`src/hw/vpu_defines.svh`:
```
`ifndef VPU_DEFINES_SVH
`define VPU_DEFINES_SVH

// datapath widths
`define DWIDTH_INST  32  // instruction word
`define DWIDTH_INT   32  // scalar reg and vector element
`define DWIDTH_RFADD 8   // vector rf address
`define DWIDTH_ITR   12  // vsetivli config field, instr[29:18]

// vector register file depth, 2**DWIDTH_RFADD
`define DEPTH_RF     256

`endif
```
`src/hw/vpu_pkg.sv`:
```
`default_nettype none

`include "vpu_defines.svh"

package vpu_pkg;

    // decoded operation, OP_NONE also marks junk
    typedef enum logic [3:0] {
        OP_NONE     = 4'd0,
        OP_VMACC    = 4'd1,
        OP_VLE      = 4'd2,
        OP_VSE      = 4'd3,
        OP_VMV      = 4'd4,
        OP_VSETIVLI = 4'd5,
        OP_BEQ      = 4'd6,
        OP_ADDI     = 4'd7,
        OP_LUI      = 4'd8
    } op_t;

    typedef struct packed {
        op_t                   op;
        logic [4:0]            rs1;
        logic [4:0]            rs2;
        logic [4:0]            rd;
        logic [`DWIDTH_INT-1:0] imm;              // addi sign-extended or lui << 12
        logic [11:0]           branch_immediate; // beq offset in half-words
    } scalar_ctrl_t;

    typedef struct packed {
        op_t                     op;
        logic [`DWIDTH_RFADD-1:0] vr_addr;  // group base of vs2
        logic [`DWIDTH_RFADD-1:0] vw_addr;  // group base of vd
        logic [4:0]              simm5;    // vmv.vi immediate
        logic [`DWIDTH_ITR-1:0]   itr;
        logic                    wen_itr;
        logic [2:0]              wb_sel;   // one-hot: 001 vmv, 010 vmacc, 100 vle
    } vector_ctrl_t;

    // for beq, wb_data carries the byte offset of the branch
    typedef struct packed {
        logic                   valid;
        op_t                    op;
        logic [4:0]             rd;
        logic [`DWIDTH_INT-1:0] wb_data;
        logic                   branch_taken;
    } scalar_res_t;

    // valid on every issue, op stays OP_NONE for scalar and junk instrs
    typedef struct packed {
        logic                    valid;
        op_t                     op;
        logic [`DWIDTH_RFADD-1:0] wb_addr;
        logic [`DWIDTH_INT-1:0]  wb_data;
        logic [`DWIDTH_INT-1:0]  store_data;
        logic [`DWIDTH_ITR-1:0]  itr;
    } vector_res_t;

    typedef struct packed {
        logic [`DWIDTH_INT-1:0]  pc;
        op_t                     op;
        logic [`DWIDTH_RFADD-1:0] dest;       // scalar rd or vector group base
        logic [`DWIDTH_INT-1:0]  wb_data;
        logic [`DWIDTH_INT-1:0]  store_data; // vse32 word
        logic [`DWIDTH_ITR-1:0]  itr;
    } retire_t;

endpackage

`default_nettype wire

```
`src/hw/retire_ctrl.sv`:
```
`timescale 1ns/10ps
`default_nettype none

`include "vpu_defines.svh"

module retire_ctrl (
    input  logic                   clk,
    input  logic                   rst_n,
    input  vpu_pkg::scalar_res_t   sres,
    input  vpu_pkg::vector_res_t   vres,
    output vpu_pkg::retire_t       retire,
    output logic                   retire_valid,
    output logic [`DWIDTH_INT-1:0] pc
);
    import vpu_pkg::*;

    logic [`DWIDTH_INT-1:0] pc_step;
    logic                   taken;

    // sres.valid only for scalar ops, so a stale taken bit is masked
    assign taken   = sres.valid && sres.branch_taken;
    assign pc_step = taken ? sres.wb_data : `DWIDTH_INT'd4;

    // pc holds the address of the instr now in the unit stage
    always_ff @(posedge clk) begin
        if (!rst_n) begin
            pc           <= '0;
            retire       <= '0;
            retire_valid <= 1'b0;
        end else begin
            retire_valid <= vres.valid;
            if (vres.valid) begin
                pc        <= pc + pc_step;
                retire.pc <= pc;
                retire.itr <= vres.itr;
                if (sres.valid) begin // scalar op wins the merge
                    retire.op         <= sres.op;
                    retire.dest       <= {{(`DWIDTH_RFADD-5){1'b0}}, sres.rd};
                    retire.wb_data    <= sres.wb_data;
                    retire.store_data <= '0;
                end else begin        // vector op or junk
                    retire.op         <= vres.op;
                    retire.dest       <= vres.wb_addr;
                    retire.wb_data    <= vres.wb_data;
                    retire.store_data <= vres.store_data;
                end
            end
        end
    end

endmodule

`default_nettype wire

```
`config.mk`:
```
export PLATFORM = sky130hd
export DESIGN_NAME = retire_ctrl
export DESIGN_NICKNAME = d
export VERILOG_FILES = /design/src/hw/vpu_pkg.sv /design/src/hw/retire_ctrl.sv
export VERILOG_INCLUDE_DIRS = /design/src /design/src/hw
export SDC_FILE = /design/constraint.sdc
export NUM_CORES = 1
export LEC_CHECK = 0
export BUFFER_PORTS_ARGS = -buffer_cell sky130_fd_sc_hd__buf_2
export CAP_MARGIN = 20
export CORE_MARGIN = 2
export CORE_UTILIZATION = 30
export DETAILED_ROUTE_END_ITERATION = 8
export GPL_ROUTABILITY_DRIVEN = 0
export MAX_ROUTING_LAYER = met4
export PLACE_DENSITY_LB_ADDON = 0.12
export SYNTH_ARGS = -nofsm -noshare
export SYNTH_HDL_FRONTEND = slang
export SYNTH_SLANG_ARGS = --single-unit
```
`constraint.sdc`:
```
create_clock -name clk -period 6.2 [get_ports clk]
set_clock_uncertainty 0.2 [all_clocks]
set_input_delay 1.24 -clock clk [delete_from_list [all_inputs] [get_ports clk]]
set_output_delay 1.24 -clock clk [all_outputs]
set_load 0.01 [all_outputs]
```
==> metrics.txt <==
clock buffer depth=2; Tmin final=4.30 ns; Initial Utilization=0.308; H-tree levels=4; worst min-delay path startpoint=retire[86]$_SDFFE_PN0P_; Tot GR Track Use=0.171; post-synthesis sequential area ratio=0.393; logic gate share of total power=0.149; crit-path max FO=46; P_leak=around 5.3 nW; via count=between 6000 and 7000; R2R Path End=pc[30]$_SDFFE_PN0P_; total gr overflow=0; Post-synth top cells=153 x dfxtp_1, 104 x mux2i_1, 103 x nor2b_1; first-pass detailed-route iteration total=4; Synth Instances=809; final worst-path cycle share=0.693; die width=165 um; Critical Path Source Type=input pin; postcts setup bufs=0; WP data required=6.31 ns; Root Driver=clkbuf_16; TritonCTS buffer count=17; drt initial violations=332; Reg area=3060 um^2; max-slew violation count=0; worst flop-to-flop path startpoint=pc[0]$_SDFFE_PN0P_; Worst setup EP type=register; drt total wl=23.2 mm; clock latency on the worst-skew pair=between 0.4 and 0.5 ns; post-synthesis register bit count=153; r2r setup slk=roughly 3 ns; status=finished clean; Remaining DRCs=0; P&R area growth vs syn=29.0%; Post-CTS Resized=0; worst-margin pin slew=roughly 1 ns; final hold violations=0; top_reg_cell synth=dfxtp_1; Unique masters post-synth=66; delay-heaviest family, CP=compound AO/OA/AOI/OAI gates; core area=between 20000 and 30000 um^2; antenna fix cells=0; hold crit path type=reg2reg; CP bufs+invs=1; Routed Antenna Nets=0; Die ar.=27300 um^2; Rows=slightly below 60; most frequent cell after synthesis=dfxtp_1; Worst Hold Depth=1; Peak VDD IR=0.130 mV; Slew headroom=0.343; Synth area leaders=dfxtp_1 39%, mux2i_1 13%, nor2b_1 8.3%; initial antenna violation count=1; Die Y=approximately 170 um; Ports=roughly 290; Multi-input gate area=~4500 um^2; worst-case reg-to-reg path depth=11; WS Path Type=in2reg; layout cells sized above 1=0.317; fin worst setup slack=about 1.9 ns; syn nets=976; drt wl/cell=16.5 um; crit path DAT=4.41 ns; Sink Count=153; HPWL after DPL=about 16 mm; sw power=0.000750 W; Clk pwr share=0.424; Core Util, Final=0.397; Max Freq=233 MHz; RSZ-0062 raised after global routing=no; Power Internal=0.00175 W; Seq pwr share=0.427; mapped cell area=7790 um^2; vias in the first global route=around 6400; Max Cap Viol=0; worst path cell trace=buf_4, and3_1, ha_1, fa_1, a21o_1, a22o_1, and3b_1, o41ai_2, a31oi_2, a211o_1, a21oi_1, or4b_1, nand3_1; Yosys top cell area share=0.393; Area after DPL=9450 um^2; Post-CTS Hold Fix Bufs=0; Avg Synthesized Cell Area=9.63 um^2; PortBufs=286; Post-synth ARST share=0; largest stage delay on the critical path=0.41 ns; clock-pin slew on the worst setup and hold paths=around 0.070 ns; P per Cell Area=249 nW/um^2; Yosys warning count=0; final setup fails=0; sw frac=0.300; Fill cells=2602; Setup TNS=0 ns; EDFF count, synth=0; first-pass GRT wire length=around 35 mm; fin nets=1229; WHS Endpoint=retire[86]$_SDFFE_PN0P_; cell taking the most area after synthesis=dfxtp_1; CP max stage cell=fa_1; CTS tree=built; vias per std cell=4.78; largest net degree at the start of global routing=100; dpl ws=between 1 and 1.5 ns; final instance area=10100 um^2
[flip-flops by register name, summed over array words and instances (netlist names)]
signal and count:
retire 120, pc 32, retire_valid 1
[placed cells by master (no fill, tap or decap), drive strengths merged, types with 3 or more instances in the layout]
cell type | Yosys | final
a211o | 3 | 3
a21o | 11 | 11
a21oi | 29 | 29
a22o | 3 | 3
a22oi | 36 | 36
a31oi | 6 | 6
a41oi | 3 | 3
and3 | 38 | 38
buf | 11 | 292
clkbuf | 47 | 17
clkinv | 0 | 6
dfxtp | 153 | 153
ha | 32 | 32
inv | 9 | 16
mux2i | 104 | 104
nand2 | 60 | 60
nand3 | 20 | 20
nand4b | 3 | 3
nor2 | 12 | 12
nor2b | 103 | 103
nor3 | 4 | 4
o211a | 42 | 42
o211ai | 3 | 3
o21a | 3 | 3
o21ai | 16 | 16
xnor2 | 16 | 16
xor2 | 7 | 7
[layout make-up]
type                            instances  share of cell area
Multi-Input combinational cell        589               0.443
Timing Repair Buffer                  292               0.148
Inverter                                9             0.00336
Clock inverter                         15              0.0175
Sequential cell                       153               0.305
Clock buffer                           17              0.0423
Tap cell                              330              0.0411
[worst max-delay path by stage]
stage | start | end | slack, ns | cells after the start
floorplan | sres[42] | pc[30]$_SDFFE_PN0P_ | 1.81 | 13
global placement | sres[42] | pc[30]$_SDFFE_PN0P_ | 1.48 | 13
detailed placement | sres[42] | pc[30]$_SDFFE_PN0P_ | 1.44 | 13
CTS | sres[42] | pc[30]$_SDFFE_PN0P_ | 1.89 | 13
global route | sres[42] | pc[31]$_SDFFE_PN0P_ | 1.69 | 12
finish | sres[42] | pc[30]$_SDFFE_PN0P_ | 1.90 | 13
[routing by layer]
metal	GRT usage	up-vias	wire length, um
met1	0.233	3065	11300
met2	0.259	203	10400
met5	-	-	0
li1	-	3430	-
met4	0.0372	0	180
met3	0.0375	11	1310
[metrics by stage]
stage / instances / hold slack [ns] / total power [W]
final: 1405 / 0.277 / 0.00250
after floorplan: 809 / 0.299 / 0.00132
after global routing: 1405 / 0.297 / 0.00263
after global placement: 1373 / 0.256 / 0.00147
after detailed placement: 1373 / 0.261 / 0.00147
after CTS: 1405 / 0.279 / 0.00255
[cell families (layout without fill, tap and decap cells)]
family                   Yosys count  count (layout)  share of synthesized area
AND/OR/NAND/NOR                  259             259                      0.186
AO/OA/AOI/OAI                    170             170                      0.172
flip-flops                       153             153                      0.393
multiplexers                     104             104                      0.134
buffers and inverters             67             333                     0.0356
adder cells (fa/ha/maj)           33              33                     0.0539
XOR/XNOR                          23              23                     0.0259
[power groups by stage]
stage	registers [W]	logic (W)	clock network [W]
after global placement	0.00109	0.000376	0
final	0.00107	0.000371	0.00106
after CTS	0.00107	0.000376	0.00110
after floorplan	0.00111	0.000207	0
after detailed placement	0.00109	0.000375	0
after global routing	0.00108	0.000413	0.00114
Power figures use the tool's default switching activity.
