`src/hw/vpu_defines.svh`:
```
`ifndef VPU_DEFINES_SVH
`define VPU_DEFINES_SVH

// datapath widths
`define DWIDTH_INST  32  // instruction word
`define DWIDTH_INT   32  // scalar reg and vector element
`define DWIDTH_RFADD 8   // vector rf address
`define DWIDTH_ITR   12  // vsetivli config field, instr[29:18]

// vector register file depth, 2**DWIDTH_RFADD
`define DEPTH_RF     256

`endif
```
`src/hw/vpu_pkg.sv`:
```
`default_nettype none

`include "vpu_defines.svh"

package vpu_pkg;

    // decoded operation, OP_NONE also marks junk
    typedef enum logic [3:0] {
        OP_NONE     = 4'd0,
        OP_VMACC    = 4'd1,
        OP_VLE      = 4'd2,
        OP_VSE      = 4'd3,
        OP_VMV      = 4'd4,
        OP_VSETIVLI = 4'd5,
        OP_BEQ      = 4'd6,
        OP_ADDI     = 4'd7,
        OP_LUI      = 4'd8
    } op_t;

    typedef struct packed {
        op_t                   op;
        logic [4:0]            rs1;
        logic [4:0]            rs2;
        logic [4:0]            rd;
        logic [`DWIDTH_INT-1:0] imm;              // addi sign-extended or lui << 12
        logic [11:0]           branch_immediate; // beq offset in half-words
    } scalar_ctrl_t;

    typedef struct packed {
        op_t                     op;
        logic [`DWIDTH_RFADD-1:0] vr_addr;  // group base of vs2
        logic [`DWIDTH_RFADD-1:0] vw_addr;  // group base of vd
        logic [4:0]              simm5;    // vmv.vi immediate
        logic [`DWIDTH_ITR-1:0]   itr;
        logic                    wen_itr;
        logic [2:0]              wb_sel;   // one-hot: 001 vmv, 010 vmacc, 100 vle
    } vector_ctrl_t;

    // for beq, wb_data carries the byte offset of the branch
    typedef struct packed {
        logic                   valid;
        op_t                    op;
        logic [4:0]             rd;
        logic [`DWIDTH_INT-1:0] wb_data;
        logic                   branch_taken;
    } scalar_res_t;

    // valid on every issue, op stays OP_NONE for scalar and junk instrs
    typedef struct packed {
        logic                    valid;
        op_t                     op;
        logic [`DWIDTH_RFADD-1:0] wb_addr;
        logic [`DWIDTH_INT-1:0]  wb_data;
        logic [`DWIDTH_INT-1:0]  store_data;
        logic [`DWIDTH_ITR-1:0]  itr;
    } vector_res_t;

    typedef struct packed {
        logic [`DWIDTH_INT-1:0]  pc;
        op_t                     op;
        logic [`DWIDTH_RFADD-1:0] dest;       // scalar rd or vector group base
        logic [`DWIDTH_INT-1:0]  wb_data;
        logic [`DWIDTH_INT-1:0]  store_data; // vse32 word
        logic [`DWIDTH_ITR-1:0]  itr;
    } retire_t;

endpackage

`default_nettype wire

```
`src/hw/isa_decoder.sv`:
```
`timescale 1ns/10ps
`default_nettype none

`include "vpu_defines.svh"

module isa_decoder (
    input  logic [`DWIDTH_INST-1:0] instr,
    output vpu_pkg::scalar_ctrl_t   sctrl,
    output vpu_pkg::vector_ctrl_t   vctrl
);
    import vpu_pkg::*;

    logic [6:0] opcode;
    logic [2:0] funct3;
    logic [4:0] vs2;
    logic [4:0] vd;
    logic is_vmacc, is_vle, is_vse, is_vmv, is_vsetivli;
    logic is_beq, is_addi, is_lui;
    logic [`DWIDTH_INT-1:0] addi_imm;
    logic [`DWIDTH_INT-1:0] lui_imm;

    assign opcode = instr[6:0];
    assign funct3 = instr[14:12];

    // vector side, OP-V major opcode split by funct3
    assign is_vmacc    = (opcode == 7'h57) && (funct3 == 3'h0);
    assign is_vmv      = (opcode == 7'h57) && (funct3 == 3'h5);
    assign is_vsetivli = (opcode == 7'h57) && (funct3 == 3'h7);
    assign is_vle      = (opcode == 7'h07); // LOAD-FP, width ignored
    assign is_vse      = (opcode == 7'h27); // STORE-FP
    // scalar side
    assign is_beq  = (opcode == 7'b1100011) && (funct3 == 3'b000);
    assign is_addi = (opcode == 7'b0010011) && (funct3 == 3'b000);
    assign is_lui  = (opcode == 7'b0110111);

    assign addi_imm = {{20{instr[31]}}, instr[31:20]};
    assign lui_imm  = {instr[31:12], 12'h000};

    assign vs2 = instr[24:20];
    assign vd  = instr[11:7];

    always_comb begin
        sctrl.op = OP_NONE;
        if (is_beq)       sctrl.op = OP_BEQ;
        else if (is_addi) sctrl.op = OP_ADDI;
        else if (is_lui)  sctrl.op = OP_LUI;
    end

    assign sctrl.rs1 = instr[19:15];
    assign sctrl.rs2 = instr[24:20];
    assign sctrl.rd  = instr[11:7];
    assign sctrl.imm = is_addi ? addi_imm : lui_imm;
    // B-type offset bits, imm[12:1]
    assign sctrl.branch_immediate = {instr[31], instr[7], instr[30:25], instr[11:8]};

    always_comb begin
        vctrl.op = OP_NONE;
        if (is_vmacc)         vctrl.op = OP_VMACC;
        else if (is_vle)      vctrl.op = OP_VLE;
        else if (is_vse)      vctrl.op = OP_VSE;
        else if (is_vmv)      vctrl.op = OP_VMV;
        else if (is_vsetivli) vctrl.op = OP_VSETIVLI;
    end

    // group selector, larger code -> more groups, smaller chunk each
    always_comb begin
        case (instr[17:15])
            3'b000: begin
                vctrl.vr_addr = {vs2[0], {(`DWIDTH_RFADD-1){1'b0}}};
                vctrl.vw_addr = {vd[0], {(`DWIDTH_RFADD-1){1'b0}}};
            end
            3'b001: begin
                vctrl.vr_addr = {vs2[1:0], {(`DWIDTH_RFADD-2){1'b0}}};
                vctrl.vw_addr = {vd[1:0], {(`DWIDTH_RFADD-2){1'b0}}};
            end
            3'b010: begin
                vctrl.vr_addr = {vs2[2:0], {(`DWIDTH_RFADD-3){1'b0}}};
                vctrl.vw_addr = {vd[2:0], {(`DWIDTH_RFADD-3){1'b0}}};
            end
            3'b011: begin
                vctrl.vr_addr = {vs2[3:0], {(`DWIDTH_RFADD-4){1'b0}}};
                vctrl.vw_addr = {vd[3:0], {(`DWIDTH_RFADD-4){1'b0}}};
            end
            3'b100: begin
                vctrl.vr_addr = {vs2, {(`DWIDTH_RFADD-5){1'b0}}};
                vctrl.vw_addr = {vd, {(`DWIDTH_RFADD-5){1'b0}}};
            end
            3'b101: begin
                vctrl.vr_addr = {1'b0, vs2, 2'b00};
                vctrl.vw_addr = {1'b0, vd, 2'b00};
            end
            3'b110: begin
                vctrl.vr_addr = {2'b00, vs2, 1'b0};
                vctrl.vw_addr = {2'b00, vd, 1'b0};
            end
            default: begin // 3'b111, one word per group
                vctrl.vr_addr = {3'b000, vs2};
                vctrl.vw_addr = {3'b000, vd};
            end
        endcase
    end

    assign vctrl.simm5   = instr[19:15]; // sits in the vs1/rs1 slot
    assign vctrl.itr     = instr[29:18];
    assign vctrl.wen_itr = is_vsetivli;
    assign vctrl.wb_sel  = is_vmv ? 3'b001 : (is_vmacc ? 3'b010 : (is_vle ? 3'b100 : 3'b000));

endmodule

`default_nettype wire

```
`config.mk`:
```
export PLATFORM = sky130hd
export DESIGN_NAME = isa_decoder
export DESIGN_NICKNAME = d
export VERILOG_FILES = /design/src/hw/vpu_pkg.sv /design/src/hw/isa_decoder.sv
export VERILOG_INCLUDE_DIRS = /design/src /design/src/hw
export SDC_FILE = /design/constraint.sdc
export NUM_CORES = 1
export LEC_CHECK = 0
export ABC_AREA = 1
export BUFFER_PORTS_ARGS = -buffer_cell sky130_fd_sc_hd__buf_2
export CORE_UTILIZATION = 35
export DETAILED_ROUTE_END_ITERATION = 7
export PLACE_DENSITY_LB_ADDON = 0.25
export SYNTH_ARGS = -nofsm -noshare
export SYNTH_HDL_FRONTEND = slang
export SYNTH_SLANG_ARGS = --single-unit
```
`constraint.sdc`:
```
create_clock -name vclk -period 1.3
set_input_delay 0.26 -clock vclk [all_inputs]
set_output_delay 0.26 -clock vclk [all_outputs]
set_load 0.1 [all_outputs]
```
==> flow_metrics.env, run 1 <==
export IMPL_status="did not finish"
export IMPL_flow_stopped_at="3_5_place_dp"
export IMPL_error_message="[ERROR DPL-0038] Utilization greater than 100%, impossible to legalize"
export IMPL_synth_largest_area_cell="sky130_fd_sc_hd__buf_4"
export IMPL_post_synthesis_sequential_area_ratio_pct=0
export IMPL_fp_row_count=22
export IMPL_netlist_area_um2=1430
export IMPL_dieHeight_um=66.0
export IMPL_postSynthNetCount=307
export IMPL_netlist_area_leader_share_pct=26.2
export IMPL_synthCells=275
export IMPL_ios=136
export IMPL_syn_avg_cell_area_um2=5.21
export IMPL_starting_density_pct=37.7
export IMPL_die_x_um=66.0
export IMPL_port_buffers=135
export IMPL_place_congestion=0.952
export IMPL_post_synth_num_cell_types=21
export IMPL_ys_top_cells_by_area="sky130_fd_sc_hd__buf_4 26%, sky130_fd_sc_hd__nand2_1 23%, sky130_fd_sc_hd__nand4_1 9.2%, sky130_fd_sc_hd__nand3_1 8.0%, sky130_fd_sc_hd__inv_1 7.3%"
export IMPL_yosysWarnings=0
==> Yosys cell counts <==
| cell | n |
|---|---|
| sky130_fd_sc_hd__buf_1 | 1 |
| sky130_fd_sc_hd__buf_12 | 1 |
| sky130_fd_sc_hd__buf_2 | 7 |
| sky130_fd_sc_hd__buf_4 | 50 |
| sky130_fd_sc_hd__buf_6 | 1 |
| sky130_fd_sc_hd__clkbuf_1 | 4 |
| sky130_fd_sc_hd__clkinv_1 | 1 |
| sky130_fd_sc_hd__conb_1 | 1 |
| sky130_fd_sc_hd__inv_1 | 28 |
| sky130_fd_sc_hd__inv_2 | 4 |
| sky130_fd_sc_hd__nand2_1 | 86 |
| sky130_fd_sc_hd__nand3_1 | 23 |
| sky130_fd_sc_hd__nand3_2 | 1 |
| sky130_fd_sc_hd__nand4_1 | 21 |
| sky130_fd_sc_hd__nor2_1 | 24 |
| sky130_fd_sc_hd__nor2_2 | 3 |
| sky130_fd_sc_hd__nor2_4 | 9 |
| sky130_fd_sc_hd__nor3_1 | 4 |
| sky130_fd_sc_hd__o211ai_1 | 2 |
| sky130_fd_sc_hd__o21ai_0 | 3 |
| sky130_fd_sc_hd__o22ai_1 | 1 |
==> stage by stage <==
| step | setup slack, ps | TNS, ps |
|---|---|---|
| after floorplan | -939 | -9120 |
| after global placement | -469 | -17290 |
==> cell families after synthesis <==
logic type / Yosys count / synth area share, %
buf+inv: 97 / 40.7
compound gates: 6 / 2.53
simple gates: 171 / 56.5
other cells: 1 / 0.262
==> inputs of run 2 (changes only) <==
CORE_UTILIZATION = 30   (was 35)
PLACE_DENSITY_LB_ADDON = 0.15   (was 0.25)
clock period = 1.7 ns   (was 1.3 ns; I/O delays follow)
==> run 2 against run 1 <==
  * The flow now finishes, with violations (design-rule violations)
  * Synthesized cell count did not move
  * Area after synthesis did not move
==> flow_metrics.env, run 2 <==
export IMPL_status="finished, violations left"
export IMPL_violations="design-rule violations"
export IMPL_first_global_vias=1868
export IMPL_finish_net_count=409
export IMPL_ys_top_cells_by_area="sky130_fd_sc_hd__buf_4 26%, sky130_fd_sc_hd__nand2_1 23%, sky130_fd_sc_hd__nand4_1 9.2%, sky130_fd_sc_hd__nand3_1 8.0%, sky130_fd_sc_hd__inv_1 7.3%"
export IMPL_final_core_utilization_pct=75.4
export IMPL_starting_density_pct=32.0
export IMPL_post_synthesis_sequential_area_ratio_pct=0
export IMPL_layout_stage_area_growth_over_the_synthesis_result_pct=135
export IMPL_p_leak_uw=0.00170
export IMPL_postSynthNetCount=307
export IMPL_slew_violations=0
export IMPL_cellPowerDensity_nw_per_um2=455
export IMPL_routedLengthMet1_um=2060
export IMPL_synth_largest_area_cell="sky130_fd_sc_hd__buf_4"
export IMPL_yosysWarnings=0
export IMPL_min_delay_start="instr[31]"
export IMPL_netlist_area_leader_share_pct=26.2
export IMPL_synth_most_common_cell="sky130_fd_sc_hd__nand2_1"
export IMPL_count_of_clock_net_buffers_in_the_final_layout=0
export IMPL_fp_row_count=24
export IMPL_num_antenna_cells=0
export IMPL_place_congestion=0.883
export IMPL_crit_slowest_cell="sky130_fd_sc_hd__buf_4"
export IMPL_initialDrtViolationCount=138
export IMPL_maximum_vdd_drop_uv=377
export IMPL_min_delay_path_class="primary input to output port"
export IMPL_routed_via_density=4.80
export IMPL_dp_final_hpwl_um=4170
export IMPL_synthCells=275
export IMPL_grt_pass1_wl_um=8530
export IMPL_critPathBufInv=4
export IMPL_netlist_area_um2=1430
export IMPL_route_top_layer_used="met4"
export IMPL_rsz0062_at_grt="yes"
export IMPL_sequential_cell_total=0
export IMPL_critical_path_top_cell_by_count="sky130_fd_sc_hd__nand3_1"
export IMPL_fp_dieArea_um2=5060
export IMPL_detailedPlace_worstSlack_ps=-70.3
export IMPL_report_final_hold_viol_count=0
export IMPL_finish_cell_count_without_fillers=427
export IMPL_finalSetupViolCount=0
export IMPL_antenna_found_initial=0
export IMPL_post_route_cells_drive_above_1_share_pct=65.6
export IMPL_placeableCoreArea_um2=4470
export IMPL_cp_end_kind="output port"
export IMPL_wl_met2_um=2710
export IMPL_vias=2050
export IMPL_globalRouteOverflowTotal=0
export IMPL_detail_route_first_pass_iterations=6
export IMPL_min_path_cells=2
export IMPL_ios=136
export IMPL_min_to="sctrl[43]"
export IMPL_layout_cells_most_common_list="65 x sky130_fd_sc_hd__buf_12, 64 x sky130_fd_sc_hd__buf_2, 51 x sky130_fd_sc_hd__nand2_1, 29 x sky130_fd_sc_hd__nand2_2, 22 x sky130_fd_sc_hd__buf_4"
export IMPL_post_synth_num_cell_types=21
export IMPL_max_clock_freq_ghz=0.591
export IMPL_drt_wl_total_um=5290
export IMPL_critical_path_arrival_ps=1350
export IMPL_layout_commonest_cell="sky130_fd_sc_hd__buf_12"
export IMPL_seqCellArea_um2=0
export IMPL_timing_max_cap_violations=0
export IMPL_timing_critical_path_cells="buf_2 -> inv_2 -> nand3_1 -> nor2_1 -> nand3_1 -> buf_4 -> nand2_2 -> buf_12"
export IMPL_port_buffers=135
export IMPL_met3_length_um=478
export IMPL_global_route_usage_total_pct=19.9
export IMPL_cp_data_required_time_ps=1360
export IMPL_dieHeight_um=71.1
export IMPL_ant_nets=0
export IMPL_path_max_fanout=10
export IMPL_place_inst=423
export IMPL_routed_wire_length_per_instance_um=12.4
export IMPL_critical_path_max_stage_delay_ps=220
export IMPL_timing_critical_path_max_delay_family="buffers and inverters"
export IMPL_drc=10
export IMPL_ws_path_type="primary input to output port"
export IMPL_synthTopCellsByCount="86 x sky130_fd_sc_hd__nand2_1, 50 x sky130_fd_sc_hd__buf_4, 28 x sky130_fd_sc_hd__inv_1"
export IMPL_timing_final_crit_share_pct=99.5
export IMPL_syn_avg_cell_area_um2=5.21
export IMPL_largest_net_degree_at_the_start_of_global_routing=25
export IMPL_timing_final_ws_setup_ps=8.24
export IMPL_die_x_um=71.1
export IMPL_period_minus_slack_ps=1690
export IMPL_worst_setup_path_start_kind="primary input"
export IMPL_post_cts_hold_buffer_count=0
run 2: power breakdown:
part           internal, uW  leakage [uW]  switching (uW)
sequential                0             0               0
clock                     0             0               0
combinational           411       0.00170            1120
total                   411       0.00170            1120
run 2: cell families after synthesis:
group | after synthesis | synth area share, %
other | 1 | 0.262
buffers and inverters | 97 | 40.7
AO/OA/AOI/OAI | 6 | 2.53
AND/OR/NAND/NOR | 171 | 56.5
run 2: area by class of cell:
type,instances,area (um^2)
repair buffers,164,1970
multi-input cells,178,1150
fillers,325,1100
inverters,33,191
well taps,52,65.1
run 2: stage by stage:
step                      total power, uW  instance area, um^2  hold slack (ps)  TNS, ps
after floorplan                      1120                 1790              785    -2800
after global placement               1490                 3200             1070     -344
after detailed placement             1500                 3200             1080    -1110
after CTS                            1510                 3220             1080    -13.7
after global routing                 1580                 3380             1080    -1110
final                                1540                 3380             1070        0
run 2: worst max-delay path by stage:
stage / startpoint / end / slack [ps] / cells past startpoint
6_report: instr[6] / sctrl[39] / 8 / 8
5_1_grt: instr[6] / sctrl[31] / -60 / 8
4_1_cts: instr[12] / sctrl[39] / -9 / 9
3_5_place_dp: instr[16] / vctrl[35] / -70 / 8
3_3_place_gp: instr[16] / vctrl[35] / -60 / 8
2_1_floorplan: instr[16] / vctrl[23] / -700 / 4
run 2: per-layer routing:
| layer | track usage (%) | vias to the layer above |
|---|---|---|
| met5 | 0 | - |
| met4 | 1.56 | 0 |
| met3 | 3.99 | 6 |
| met2 | 35.9 | 113 |
| met1 | 25.4 | 911 |
| li1 | - | 1020 |
run 2: repair_timing:
action                     4_1_cts  5_1_grt
setup endpoints to repair       36       49
gates resized for setup          5       37
gates cloned                     0        1
setup buffers                    0        3
pin swaps                        2        4
(Power assumes the default switching activity.)
==> inputs of run 3 (changes only) <==
GPL_TIMING_DRIVEN = 0   (was not set)
==> run 3 against run 2 <==
  * The flow finishes with violations (design-rule violations, negative setup slack)
  * Maximum frequency down 4.0%
  * Global-route usage up 2.5 points
  * Critical path depth up 2
  * Die area unchanged
  * Sequential cell count unchanged
  * Utilization up 3.3 points
  * Cell count up 9.6%
  * Combinational power about the same
  * Hold slack worse by 28 ps
  * Count of clock-buffer cells in the layout unchanged
==> flow_metrics.env, run 3 (synthesis gave the netlist of run 2 again) <==
export IMPL_violations="design-rule violations, negative setup slack"
export IMPL_critical_path_arrival_ps=1420
export IMPL_timing_critical_path_from="instr[2]"
export IMPL_fp_dieArea_um2=5060
export IMPL_sequential_cell_total=0
export IMPL_initialDrtViolationCount=166
export IMPL_drc=10
export IMPL_critical_path_top_cell_by_count="sky130_fd_sc_hd__buf_12"
export IMPL_critical_path_max_stage_delay_ps=160
export IMPL_num_antenna_cells=0
export IMPL_p_leak_uw=0.00184
export IMPL_max_clock_freq_ghz=0.568
export IMPL_ios=136
export IMPL_path_max_fanout=5
export IMPL_place_congestion=0.822
export IMPL_timing_critical_path_max_delay_family="buffers and inverters"
export IMPL_period_minus_slack_ps=1760
export IMPL_ws_path_type="primary input to output port"
export IMPL_routed_wire_length_per_instance_um=13.9
export IMPL_status="finished, violations left"
export IMPL_timing_max_cap_violations=0
export IMPL_global_route_usage_total_pct=22.4
export IMPL_count_of_clock_net_buffers_in_the_final_layout=0
export IMPL_worst_setup_path_endpoint="sctrl[61]"
export IMPL_min_delay_path_class="primary input to output port"
export IMPL_timing_final_ws_setup_ps=-61.4
export IMPL_vias=2240
export IMPL_timing_critical_path_depth=10
export IMPL_seqCellArea_um2=0
export IMPL_port_buffers=131
export IMPL_layout_commonest_cell="sky130_fd_sc_hd__buf_2"
export IMPL_first_global_vias=2000
export IMPL_worst_setup_path_start_kind="primary input"
export IMPL_layout_stage_area_growth_over_the_synthesis_result_pct=146
export IMPL_finalSetupViolCount=26
export IMPL_fp_row_count=24
export IMPL_cp_data_required_time_ps=1360
export IMPL_largest_net_degree_at_the_start_of_global_routing=11
export IMPL_post_cts_hold_buffer_count=0
export IMPL_dp_final_hpwl_um=4050
export IMPL_drt_wl_total_um=6510
export IMPL_detail_route_first_pass_iterations=7
export IMPL_starting_density_pct=32.0
export IMPL_fillerInstances=315
export IMPL_timing_critical_path_cells="buf_8 -> inv_4 -> nand2_4 -> nor2_4 -> nand3_2 -> buf_6 -> buf_12 -> nand2_8 -> buf_12 -> buf_12"
export IMPL_slew_violations=0
export IMPL_cellPowerDensity_nw_per_um2=439
export IMPL_place_inst=458
export IMPL_finish_cell_count_without_fillers=468
export IMPL_placeableCoreArea_um2=4470
export IMPL_finish_net_count=450
export IMPL_die_x_um=71.1
export IMPL_timing_final_crit_share_pct=104
export IMPL_critPathBufInv=6
export IMPL_grt_pass1_wl_um=9420
export IMPL_post_route_cells_drive_above_1_share_pct=72.4
export IMPL_layout_cells_most_common_list="69 x sky130_fd_sc_hd__buf_2, 66 x sky130_fd_sc_hd__buf_4, 42 x sky130_fd_sc_hd__nand2_1, 39 x sky130_fd_sc_hd__buf_12, 25 x sky130_fd_sc_hd__nand2_2"
export IMPL_dieHeight_um=71.1
export IMPL_cp_end_kind="output port"
export IMPL_globalRouteOverflowTotal=0
export IMPL_routed_via_density=4.79
export IMPL_ant_nets=0
export IMPL_antenna_found_initial=0
export IMPL_report_final_hold_viol_count=0
export IMPL_total_power_uw=1550
export IMPL_maximum_vdd_drop_uv=290
export IMPL_crit_slowest_cell="sky130_fd_sc_hd__buf_12"
export IMPL_rsz0062_at_grt="yes"
run 3: cell types whose count changed in the layout (fill, tap and decap cells not counted), moves of 2 or more:
cell,before,now
sky130_fd_sc_hd__buf_2,64,69
sky130_fd_sc_hd__nand2_1,51,42
sky130_fd_sc_hd__buf_8,0,7
sky130_fd_sc_hd__nor2_1,13,10
sky130_fd_sc_hd__buf_12,65,39
sky130_fd_sc_hd__nand3_2,2,4
sky130_fd_sc_hd__nand3_1,20,18
sky130_fd_sc_hd__buf_4,22,66
sky130_fd_sc_hd__o21ai_0,0,2
sky130_fd_sc_hd__nand2_2,29,25
sky130_fd_sc_hd__nor2_2,2,6
sky130_fd_sc_hd__buf_6,9,19
sky130_fd_sc_hd__nand2_4,5,18
run 3: what timing repair did:
item                       4_1_cts  5_1_grt
setup endpoints to repair       57       49
pin swaps                        6        7
resized for setup              191       68
buffers inserted                 2        4
cloned                           0        4
hold endpoints to repair         0        0
run 3: metrics by stage:
stage          utilization [%]  setup TNS [ps]  hold slack [ps]  setup WS, ps  instance area, um^2
5_1_grt                   78.8           -2120             1050          -108                 3520
2_1_floorplan                -           -2800              785          -699                 1790
4_1_cts                   71.2            -143             1060         -63.1                 3190
6_report                  78.8            -511             1050         -61.4                 3520
3_5_place_dp              56.1          -14550             1060          -404                 2510
3_3_place_gp              56.1          -13950             1060          -395                 2510
run 3: final cells by class:
class              count  area, um^2  area share (%)
repair buffers       141        1480            41.9
multi-input cells    178        1240            35.3
plain buffers         64         541            15.3
inverters             33         198            5.61
well taps             52        65.1            1.85
run 3: power by group:
group	internal [uW]	leakage [uW]	switching, uW
Clock	0	0	0
Sequential	0	0	0
Combinational	406	0.00184	1140
Total	406	0.00184	1140
run 3: worst min path at each step:
stage | from | endpoint | slack [ps] | depth (start not counted)
6_report | instr[13] | sctrl[25] | 1050 | 4
5_1_grt | instr[13] | sctrl[25] | 1050 | 4
4_1_cts | instr[12] | sctrl[24] | 1060 | 4
3_5_place_dp | instr[22] | sctrl[51] | 1060 | 2
3_3_place_gp | instr[17] | vctrl[18] | 1060 | 2
2_1_floorplan | instr[4] | vctrl[38] | 790 | 1
run 3: layer usage:
layer	vias up	global-route usage (%)	wire length [um]
met5	-	0	0
met1	995	27.6	2380
met3	8	3.13	556
met2	135	43.1	3490
li1	1102	-	-
met4	0	0.667	80
run 3: worst min-delay path, delay by kind of cell:
kind                   cells  cell delay (ps)
AND/OR/NAND/NOR            1               60
buffers and inverters      3              300
